$ cat src/source/ahb_master_macros.svh
/*
 * Bus widths, wait timeout and burst boundary for the AHB-Lite master.
 * Included by the package and by every RTL file that sizes a bus.
 */
`ifndef AHB_MASTER_MACROS_SVH
`define AHB_MASTER_MACROS_SVH

`define AHB_ADDR_WIDTH 32

`define AHB_DATA_WIDTH 32

// consecutive low-hready cycles of one data phase before the master gives up.
`define AHB_WAIT_TIMEOUT 6

// bursts of fixed length may not cross a block of this many address bits.
`define AHB_BOUNDARY_BITS 10

`endif

$ cat src/source/ahb_master_pkg.sv
/*
 * Bus encodings and the request, check and control structs shared by the master.
 * Every RTL file of the master imports it.
 */
`include "ahb_master_macros.svh"

package ahb_master_pkg;

    typedef enum logic [2:0] {
        HBURST_SINGLE = 3'd0,
        HBURST_INCR   = 3'd1,
        HBURST_WRAP4  = 3'd2,
        HBURST_INCR4  = 3'd3,
        HBURST_WRAP8  = 3'd4,
        HBURST_INCR8  = 3'd5,
        HBURST_WRAP16 = 3'd6,
        HBURST_INCR16 = 3'd7
    } hburst_e;

    // busy is part of the encoding but this master never drives it.
    typedef enum logic [1:0] {
        HTRANS_IDLE   = 2'd0,
        HTRANS_BUSY   = 2'd1,
        HTRANS_NONSEQ = 2'd2,
        HTRANS_SEQ    = 2'd3
    } htrans_e;

    typedef struct packed {
        logic [`AHB_ADDR_WIDTH-1:0] addr;
        hburst_e                    burst;
        logic [2:0]                 size;
        logic                       write;
    } ahb_req_t;

    typedef struct packed {
        logic       legal;
        logic [4:0] beats;  // zero for an incr burst of undefined length.
    } ahb_chk_t;

    typedef struct packed {
        logic [`AHB_ADDR_WIDTH-1:0] haddr;
        htrans_e                    htrans;
        hburst_e                    hburst;
        logic [2:0]                 hsize;
        logic                       hwrite;
    } ahb_ctrl_t;

endpackage

$ cat src/source/ahb_req_check.sv
/*
 * Combinational check of a requester's burst: alignment, size and 1 KB crossing.
 * Also gives the beat count of the burst type to the FSM.
 */
`timescale 1ns/10ps
`include "ahb_master_macros.svh"

module ahb_req_check (
    input  ahb_master_pkg::ahb_req_t req,
    output ahb_master_pkg::ahb_chk_t chk
);
    import ahb_master_pkg::*;

    localparam int AW = `AHB_ADDR_WIDTH;

    logic [4:0]    beats;
    logic [7:0]    size_bytes;
    logic [AW-1:0] span;
    logic [AW-1:0] first_byte;
    logic [AW-1:0] last_byte;
    logic          is_wrap;
    logic          fixed_len;
    logic          aligned;
    logic          size_ok;
    logic          in_block;

    always_comb begin
        case (req.burst)
            HBURST_SINGLE:                 beats = 5'd1;
            HBURST_WRAP4, HBURST_INCR4:    beats = 5'd4;
            HBURST_WRAP8, HBURST_INCR8:    beats = 5'd8;
            HBURST_WRAP16, HBURST_INCR16:  beats = 5'd16;
            default:                       beats = 5'd0;
        endcase
    end

    assign size_bytes = 8'd1 << req.size;
    assign aligned    = (req.addr[6:0] & (size_bytes[6:0] - 7'd1)) == 7'd0;
    assign size_ok    = (16'(size_bytes) << 3) <= 16'(`AHB_DATA_WIDTH);

    assign fixed_len = beats != 5'd0;
    assign is_wrap   = !req.burst[0] && req.burst != HBURST_SINGLE;
    assign span      = {{(AW-5){1'b0}}, beats} << req.size;

    // a wrapping burst covers its whole window, so the window base is the first byte.
    assign first_byte = is_wrap ? (req.addr & ~(span - AW'(1))) : req.addr;
    assign last_byte  = first_byte + span - AW'(1);
    assign in_block   = first_byte[AW-1:`AHB_BOUNDARY_BITS] == last_byte[AW-1:`AHB_BOUNDARY_BITS];

    assign chk.legal = aligned && size_ok && (!fixed_len || in_block);
    assign chk.beats = beats;

endmodule

$ cat src/source/ahb_burst_addr.sv
/*
 * Next beat address of an incrementing or wrapping burst.
 * Fed with the live address-phase control of the FSM.
 */
`timescale 1ns/10ps
`include "ahb_master_macros.svh"

module ahb_burst_addr (
    input  ahb_master_pkg::ahb_ctrl_t      ctrl,
    output logic [`AHB_ADDR_WIDTH-1:0]     next_addr
);
    import ahb_master_pkg::*;

    localparam int AW = `AHB_ADDR_WIDTH;

    logic [AW-1:0] size_bytes;
    logic [AW-1:0] incr_addr;
    logic [AW-1:0] wrap_mask;

    assign size_bytes = AW'(1) << ctrl.hsize;
    assign incr_addr  = ctrl.haddr + size_bytes;

    // the mask selects the bits inside the wrap window of beats times size.
    always_comb begin
        case (ctrl.hburst)
            HBURST_WRAP4: begin
                wrap_mask = (size_bytes << 2) - AW'(1);
            end
            HBURST_WRAP8: begin
                wrap_mask = (size_bytes << 3) - AW'(1);
            end
            HBURST_WRAP16: begin
                wrap_mask = (size_bytes << 4) - AW'(1);
            end
            default: begin
                wrap_mask = '0;  // incrementing bursts carry through every bit.
            end
        endcase
    end

    always_comb begin
        if (wrap_mask == '0) begin
            next_addr = incr_addr;
        end else begin
            // bits above the window stay, the carry out of the window is dropped.
            next_addr = (ctrl.haddr & ~wrap_mask) | (incr_addr & wrap_mask);
        end
    end

endmodule

$ cat src/source/ahb_xfer_fsm.sv
/*
 * Address-phase FSM of the master, issuing NONSEQ, SEQ and IDLE and counting beats.
 * It alone registers the error pulse seen by the requester.
 */
`timescale 1ns/10ps
`include "ahb_master_macros.svh"

module ahb_xfer_fsm (
    input  logic                           ahb_clk_in,
    input  logic                           ahb_rstn_in,
    input  logic                           req_valid,
    input  ahb_master_pkg::ahb_req_t       req,
    input  ahb_master_pkg::ahb_chk_t       chk,
    input  logic [`AHB_ADDR_WIDTH-1:0]     next_addr,
    input  logic                           hready,
    input  logic                           phase_error,
    output ahb_master_pkg::ahb_ctrl_t      ctrl,
    output logic                           beat_taken,
    output logic                           req_error
);
    import ahb_master_pkg::*;

    typedef enum logic [1:0] {
        ST_IDLE,
        ST_XFER,
        ST_ERR_HOLD,
        ST_REJ_HOLD
    } state_e;

    state_e     state;
    logic [4:0] beats_left;  // stays zero for an incr of undefined length.
    logic       addr_active;
    logic       last_beat;

    assign addr_active = ctrl.htrans == HTRANS_NONSEQ || ctrl.htrans == HTRANS_SEQ;

    // an address offered while an error is reported is not taken.
    assign beat_taken = addr_active && hready && !phase_error;

    // an undefined-length incr ends with the beat accepted while req_valid is low.
    assign last_beat = (beats_left == 5'd0) ? !req_valid : (beats_left == 5'd1);

    always_ff @(posedge ahb_clk_in or negedge ahb_rstn_in) begin
        if (!ahb_rstn_in) begin
            state      <= ST_IDLE;
            ctrl       <= '0;
            beats_left <= 5'd0;
            req_error  <= 1'b0;
        end else begin
            req_error <= 1'b0;
            if (phase_error) begin
                // the burst is abandoned whatever state it is in.
                ctrl.htrans <= HTRANS_IDLE;
                req_error   <= 1'b1;
                state       <= ST_ERR_HOLD;
            end else begin
                case (state)
                    ST_IDLE: begin
                        if (req_valid && chk.legal) begin
                            ctrl.haddr  <= req.addr;
                            ctrl.htrans <= HTRANS_NONSEQ;
                            ctrl.hburst <= req.burst;
                            ctrl.hsize  <= req.size;
                            ctrl.hwrite <= req.write;
                            beats_left  <= chk.beats;
                            state       <= ST_XFER;
                        end else if (req_valid) begin
                            req_error <= 1'b1;  // nothing reaches the bus.
                            state     <= ST_REJ_HOLD;
                        end
                    end
                    ST_XFER: begin
                        if (beat_taken && last_beat) begin
                            ctrl.htrans <= HTRANS_IDLE;
                            state       <= ST_IDLE;
                        end else if (beat_taken) begin
                            ctrl.haddr  <= next_addr;
                            ctrl.htrans <= HTRANS_SEQ;
                            if (beats_left != 5'd0) begin
                                beats_left <= beats_left - 5'd1;
                            end
                        end
                    end
                    ST_ERR_HOLD, ST_REJ_HOLD: begin
                        if (!req_valid) begin
                            state <= ST_IDLE;  // the requester has let go.
                        end
                    end
                    default: begin
                        state <= ST_IDLE;
                    end
                endcase
            end
        end
    end

endmodule

$ cat src/source/ahb_data_phase.sv
/*
 * Data-phase tracking of the master: write data out, read data back, errors and timeout.
 * The next address phase overlaps the pending data phase.
 */
`timescale 1ns/10ps
`include "ahb_master_macros.svh"

module ahb_data_phase (
    input  logic                           ahb_clk_in,
    input  logic                           ahb_rstn_in,
    input  ahb_master_pkg::ahb_ctrl_t      ctrl,
    input  logic [`AHB_DATA_WIDTH-1:0]     wdata,
    input  logic [`AHB_DATA_WIDTH-1:0]     hrdata,
    input  logic                           hready,
    input  logic                           hresp,
    output logic [`AHB_DATA_WIDTH-1:0]     hwdata,
    output logic                           stall,
    output logic                           beat_done,
    output logic [`AHB_DATA_WIDTH-1:0]     rdata,
    output logic                           phase_error
);
    import ahb_master_pkg::*;

    localparam int WAIT_W = $clog2(`AHB_WAIT_TIMEOUT + 1);

    logic              pending;
    logic              pend_write;
    logic              accept;
    logic              complete;
    logic [WAIT_W-1:0] wait_cnt;

    assign accept = (ctrl.htrans == HTRANS_NONSEQ || ctrl.htrans == HTRANS_SEQ)
                    && hready && !phase_error;

    assign phase_error = pending && (hresp || wait_cnt == WAIT_W'(`AHB_WAIT_TIMEOUT));
    assign complete    = pending && hready && !phase_error;
    assign stall       = pending && !hready;

    always_ff @(posedge ahb_clk_in or negedge ahb_rstn_in) begin
        if (!ahb_rstn_in) begin
            pending    <= 1'b0;
            pend_write <= 1'b0;
            wait_cnt   <= '0;
            beat_done  <= 1'b0;
        end else begin
            beat_done <= complete;
            if (phase_error) begin
                pending  <= 1'b0;  // an errored phase is dropped, not retried.
                wait_cnt <= '0;
            end else if (hready) begin
                pending  <= accept;
                wait_cnt <= '0;
                if (accept) begin
                    pend_write <= ctrl.hwrite;
                end
            end else if (pending) begin
                wait_cnt <= wait_cnt + WAIT_W'(1);
            end
        end
    end

    always_ff @(posedge ahb_clk_in) begin
        if (accept && ctrl.hwrite) begin
            hwdata <= wdata;  // held through all wait states of the phase.
        end
        if (complete && !pend_write) begin
            rdata <= hrdata;
        end
    end

endmodule

$ cat src/source/ahb_master.sv
/*
 * Top level of the AHB-Lite master, joining the requester ports to the bus.
 * Holds the request check, address FSM, burst address and data-phase blocks.
 */
`timescale 1ns/10ps
`include "ahb_master_macros.svh"

module ahb_master (
    input  logic                           ahb_clk_in,
    input  logic                           ahb_rstn_in,
    // bus side.
    output ahb_master_pkg::ahb_ctrl_t      ahb_ctrl,
    output logic [`AHB_DATA_WIDTH-1:0]     hwdata,
    input  logic [`AHB_DATA_WIDTH-1:0]     hrdata,
    input  logic                           hready,
    input  logic                           hresp,
    // requester side.
    input  logic                           req_valid,
    input  ahb_master_pkg::ahb_req_t       req,
    input  logic [`AHB_DATA_WIDTH-1:0]     wdata,
    output logic                           beat_taken,
    output logic                           stall,
    output logic                           beat_done,
    output logic [`AHB_DATA_WIDTH-1:0]     rdata,
    output logic                           req_error
);
    import ahb_master_pkg::*;

    ahb_chk_t                   chk;
    logic [`AHB_ADDR_WIDTH-1:0] next_addr;
    logic                       phase_error;

    ahb_req_check u_req_check (
        .req (req),
        .chk (chk)
    );

    ahb_xfer_fsm u_xfer_fsm (
        .ahb_clk_in  (ahb_clk_in),
        .ahb_rstn_in (ahb_rstn_in),
        .req_valid   (req_valid),
        .req         (req),
        .chk         (chk),
        .next_addr   (next_addr),
        .hready      (hready),
        .phase_error (phase_error),
        .ctrl        (ahb_ctrl),
        .beat_taken  (beat_taken),
        .req_error   (req_error)
    );

    ahb_burst_addr u_burst_addr (
        .ctrl      (ahb_ctrl),
        .next_addr (next_addr)
    );

    ahb_data_phase u_data_phase (
        .ahb_clk_in  (ahb_clk_in),
        .ahb_rstn_in (ahb_rstn_in),
        .ctrl        (ahb_ctrl),
        .wdata       (wdata),
        .hrdata      (hrdata),
        .hready      (hready),
        .hresp       (hresp),
        .hwdata      (hwdata),
        .stall       (stall),
        .beat_done   (beat_done),
        .rdata       (rdata),
        .phase_error (phase_error)
    );

endmodule

$ cat config.mk
export PLATFORM = sky130hd
export DESIGN_NAME = ahb_master
export DESIGN_NICKNAME = d
export VERILOG_FILES = /design/src/source/ahb_master_pkg.sv /design/src/source/ahb_req_check.sv /design/src/source/ahb_burst_addr.sv /design/src/source/ahb_xfer_fsm.sv /design/src/source/ahb_data_phase.sv /design/src/source/ahb_master.sv
export VERILOG_INCLUDE_DIRS = /design/src /design/src/source
export SDC_FILE = /design/constraint.sdc
export NUM_CORES = 1
export LEC_CHECK = 0
export ABC_CLOCK_PERIOD_IN_PS = 4100
export BUFFER_PORTS_ARGS = -buffer_cell sky130_fd_sc_hd__buf_2
export CORE_MARGIN = 5
export CORE_UTILIZATION = 48
export DETAILED_ROUTE_END_ITERATION = 10
export PLACE_DENSITY = 0.82
export SLEW_MARGIN = 0
export SYNTH_ARGS = -nofsm -noshare
export SYNTH_HDL_FRONTEND = slang
export SYNTH_HIERARCHICAL = 1
export SYNTH_SLANG_ARGS = --single-unit
$ cat constraint.sdc
create_clock -name ahb_clk_in -period 4.1 [get_ports ahb_clk_in]
set_clock_uncertainty 0.05 [all_clocks]
set_input_delay 0.41 -clock ahb_clk_in [delete_from_list [all_inputs] [get_ports ahb_clk_in]]
set_output_delay 0.41 -clock ahb_clk_in [all_outputs]
set_load 0.1 [all_outputs]
After elaboration in Yosys (flattened, before gate mapping)
Index checks and enable logic that the tools add are counted.
{"block": "totals", "ff_bits": 119, "wordCells": 137, "output_inout_bits": 109, "in_bits": 108}
{"block": "op_classes", "n_lt_le_gt_ge": 1, "n_addsub": 10, "n_bitwise": 8, "n_reduce_logical": 44, "n_shift": 3, "muxes": 31, "n_eq_ne": 26}
{"op": "$sub 32x1->32 const B", "count": 5}
{"op": "$and 32x32->32", "count": 3}
{"op": "$mux 32", "count": 3}
{"op": "$pmux 32 s3", "count": 1}
{"op": "$pmux 34 s2", "count": 1}
{"op": "$add 32x32->32", "count": 2}
{"op": "$not 32->32", "count": 2}
{"op": "$mux 41", "count": 1}
{"op": "$mux 34", "count": 1}
{"op": "$logic_not 32->1", "count": 1}
{"op": "$or 32x32->32", "count": 1}
{"op": "$shl 1x3->32 const A", "count": 1}
{"op": "$shl 5x3->32", "count": 1}
{"op": "$eq 22x22->1", "count": 1}
{"op": "$eq 3x3->1 const B", "count": 7}
{"op": "$mux 5", "count": 4}
{"op": "$pmux 5 s4", "count": 1}
{"op": "$mux 2", "count": 7}
{"op": "$logic_and 1x1->1", "count": 13}
{"op": "$reduce_and 3->1", "count": 4}
{"op": "$le 11x6->1 const B", "count": 1}
{"op": "$pmux 5 s2", "count": 1}
{"op": "$reduce_bool 5->1", "count": 2}
{"op": "$eq 3x2->1 const B", "count": 3}
{"op": "other kinds (29)", "count": 56}

Depth between registers and ports, before layout
{"block": "logic_depth", "word_depth": 17, "ltp_mapped": 27, "mapped_depth_nobuf": 25}

Cells and area by module
Netlist, hierarchy kept.
{"module": "ahb_req_check", "instances": 1, "area_per_inst_um2": 3094.2, "seq_area_each_um2": 0.0, "cells_each": 467}
{"module": "ahb_xfer_fsm", "instances": 1, "area_per_inst_um2": 2566.2, "seq_area_each_um2": 1226.2, "cells_each": 198}
{"module": "ahb_data_phase", "instances": 1, "area_per_inst_um2": 2240.9, "seq_area_each_um2": 2072.0, "cells_each": 94}
{"module": "ahb_burst_addr", "instances": 1, "area_per_inst_um2": 1699.1, "seq_area_each_um2": 0.0, "cells_each": 232}

Worst setup path before layout
OpenSTA, ideal clock, no wires.
{"block": "synth_timing", "path_kind": "input-to-reg", "from": "input req[5] in the netlist's numbering", "to": "register, netlist name u_xfer_fsm/ctrl[4]", "setup_slack_ns": -1.966, "setup_time_ns": 0.126, "cell_stages": 24, "arrival_ns": 5.890, "cell_sequence": "buf_6 -> buf_6 -> nor4b_1 -> nand2_1 -> o21ai_2 -> nor4b_4 -> xor2_1 -> o21ai_0 -> ha_1 -> inv_1 -> ha_1 -> a211o_1 -> o32a_1 -> nand3_1 -> o21a_1 -> or4_1 -> o221ai_1 -> a2111o_1 -> nor4_1 -> a21oi_1 -> nor4_1 -> nand2_1 -> nor4_2 -> mux2_2"}
{"element": "start: declaration", "line_no": "ahb_master.sv:19", "rtl": "input ahb_master_pkg::ahb_req_t req,"}

==> flow_summary.ini <==
[status]
status = complete, but fails checks
violations = setup timing

[final_layout]
nNetsFinal = 1564
finish.instance_area_sq_um = 13600
drive_above_1_share = 0.452
area_delta_synth_final_pct = 41.3
fillers = 1404
antennaDiodeCount = 0

[worst_setup_path]
crit_path_end_kind = flop
crit-reg2reg-launch = u_xfer_fsm/ctrl[2]
criticalPathCategory = input port to flop
critPathMaxStageDelay_ns = 0.49
worstPathArrival_ns = 5.79
slowest_stage = o41ai_4
startpoint_type = input port
r2r_slack_ns = 0.56
reg2reg_depth = 12
regToRegEndpoint = u_xfer_fsm/ctrl[39]
cp_max_fo = 26
cp.required_ns = 4.34

[synthesis]
synth_async_sr_flop_share = 0.462
ys_types = 106
netlist_instances = 991
syn-num-nets = 1157
post_synth.cell_area_avg_sq_um = 9.69
yosys_warnings = 6
synth_edf_count = 64
synth_flop_cell = edfxtp_1
ys_seq_elements = 119
syn-cell-area_sq_um = 9600
yosys.area.top_type = edfxtp_1
synth_top_area_share = 0.200
ys_top_cells_by_area = edfxtp_1, dfrtp_1, ha_1, mux2_4, a22o_1
seq_area_frac_synth = 0.344

[cts]
clk_latency_ns = 0.41
cts.clk_slew.worst_paths_ns = 0.06
cts_tree = built
cts_made_buffers = 17
cts_buffer_depth = 2
cts-root-buf = clkbuf_16
cts_sinks = 119
htree_levels = 4

[floorplan]
core.rowCount = 51
initial_core_util = 0.490
core_sq_um = 19600
fp.dieH_um = 151
die_w_um = 151
dieArea_sq_um = 22900
top_level_ports = 217

[sta]
worst_pin_slew_ns = 0.749
rsz0062_at_grt = true
hold_ws_ns = 0.122
final_hold_viol_count = 0
drv_slew = 0
fin_crit_sh = 1.35
timing.final.ws_setup_ns = -1.45
relSlewSlack = 0.495
fmax_mhz = 180
fin_crit_ns = 5.55
setup_viol = 48

[min_path]
min_path_type = input port to flop
min_from = wdata[3]
whs_endpoint = u_data_phase/hwdata[3]
hold_path_depth = 1

[detailed_routing]
drc = 0
postRouteAntennaNets = 0
first_iter_violations = 1019
wl_per_cell_um = 19.5
drt_wl_total_um = 32700
num_vias = 9643
routed_via_density = 5.75
first_pass_iters = 6

[pwr]
p_sw_uw = 1630
p_total_uw = 4570
leakagePower_uw = 0.00638
p_comb_frac = 0.380
p_clk_frac = 0.316
seqPwrFrac = 0.304
switching_share = 0.357
p_int_uw = 2940
ir_drop_mv = 0.296
power_density_nw_per_um2 = 337

[global_routing]
grt_pass1_wl_um = 49800
grt_pass1_vias = 9463
antenna_found_initial = 0
grt_max_degree = 39
grt_overflow = 0
gr-usage-all-layers = 0.276

[place]
gp_congestion = 0.951
pre_cts_ws_ns = -2.13
dp_hpwl_um = 24700
port_buffers = 216
place_area_sq_um = 12400

[run]
maxCapViolCount = 0
cell type report:
| type | instances | area (sq um) | area share |
|---|---|---|---|
| Tap cell | 265 | 332 | 0.0244 |
| Clock buffer | 17 | 425 | 0.0314 |
| Inverter | 80 | 300 | 0.0221 |
| Multi-Input combinational cell | 734 | 6140 | 0.453 |
| Sequential cell | 119 | 3300 | 0.243 |
| Clock inverter | 15 | 153 | 0.0112 |
| Timing Repair Buffer | 446 | 2920 | 0.215 |
placed cells by master, fill, tap and decap left out, types with 21 or more instances in the layout:
| master | synthesis | layout |
|---|---|---|
| nor3_1 | 23 | 21 |
| a21oi_1 | 59 | 50 |
| nand3_1 | 26 | 24 |
| a22o_1 | 34 | 34 |
| dfrtp_1 | 55 | 55 |
| nand2_1 | 65 | 63 |
| xor2_1 | 34 | 32 |
| edfxtp_1 | 64 | 64 |
| buf_2 | 12 | 212 |
| buf_4 | 3 | 216 |
| ha_1 | 57 | 50 |
| inv_1 | 79 | 75 |
| nor2_1 | 59 | 55 |
| xnor2_1 | 25 | 25 |
| mux2_4 | 32 | 39 |
| o21ai_0 | 54 | 42 |
worst max-delay path, delay by kind of cell:
| kind | cells | cell delay, ns |
|---|---|---|
| multiplexers | 1 | 0.31 |
| AND/OR/NAND/NOR | 8 | 1.34 |
| buffers and inverters | 8 | 1.03 |
| XOR/XNOR | 1 | 0.17 |
| AO/OA/AOI/OAI | 9 | 2.04 |
| adder cells (fa/ha/maj) | 2 | 0.45 |
worst max path at each step:
| stage | from | end | slack (ns) | cells past startpoint |
|---|---|---|---|---|
| 6_report | req[5] | u_xfer_fsm/ctrl[33] | -1.45 | 29 |
| 5_1_grt | req[5] | u_xfer_fsm/ctrl[38] | -1.60 | 28 |
| 4_1_cts | req[5] | u_xfer_fsm/ctrl[33] | -1.36 | 26 |
| 3_5_place_dp | req[6] | u_xfer_fsm/ctrl[23] | -2.13 | 25 |
| 3_3_place_gp | req[6] | u_xfer_fsm/ctrl[31] | -1.90 | 25 |
| 2_1_floorplan | req[5] | u_xfer_fsm/ctrl[17] | -1.42 | 25 |
cells in the mapped netlist, drive strengths merged, types with 9 or more instances:
cell / number
nor4: 15
edfxtp: 64
o21ai: 57
ha: 57
nand4: 17
a211oi: 9
o211ai: 10
xnor2: 25
nor2b: 12
buf: 23
o21a: 15
nor2: 59
mux2: 47
xor2: 34
a21oi: 62
dfrtp: 55
nand3: 28
inv: 80
a22o: 34
nor3b: 9
o21bai: 9
nand2: 67
clkbuf: 35
nor3: 23
sequential cells by signal, summed over array words and instances, names as in the netlist, 2 cells and up:
| register | cells |
|---|---|
| u_xfer_fsm/ctrl | 41 |
| u_data_phase/wait_cnt | 3 |
| u_data_phase/rdata | 32 |
| u_xfer_fsm/beats_left | 5 |
| u_data_phase/hwdata | 32 |
| u_xfer_fsm/state | 2 |
through the flow:
stage / utilization / cells / setup TNS (ns)
6_report: 0.693 / 1676 / -66.76
5_1_grt: 0.693 / 1676 / -74.55
4_1_cts: 0.682 / 1670 / -63.59
3_5_place_dp: 0.632 / 1619 / -99.49
3_3_place_gp: 0.632 / 1619 / -88.73
2_1_floorplan: - / 991 / -62.71
power groups by stage:
stage / Combinational [uW] / Clock [uW] / Sequential [uW]
final: 1740 / 1440 / 1390
after global routing: 1850 / 1510 / 1400
after CTS: 1650 / 1450 / 1380
after detailed placement: 1540 / 0 / 1400
after global placement: 1520 / 0 / 1400
after floorplan: 889 / 0 / 1490
per-layer routing:
layer  GRT usage  up-vias  routed length [um]
met4       0.110        0                1200
li1            -     4487                   -
met1       0.319     4608               12400
met2       0.499      443               16700
met3      0.0521      105                2450
met5           0        -                   0
logic make-up after synthesis:
group	after synthesis	synth area share
xor+xnor	59	0.0538
buf+inv	138	0.0631
flops	119	0.344
fa+ha+maj	58	0.0764
mux	55	0.0760
simple gates	285	0.172
other cells	1	0.000391
compound gates	276	0.214
timing repair:
item / 4_1_cts / 5_1_grt
pin swaps: 29 / 27
setup buffers: 18 / 6
gates cloned: 0 / 0
hold endpoints to repair: 17 / 0
gates resized for setup: 59 / 37
hold buffers: 1 / 0
setup endpoints to repair: 48 / 48
No activity file was read; power rests on OpenSTA's default activity.
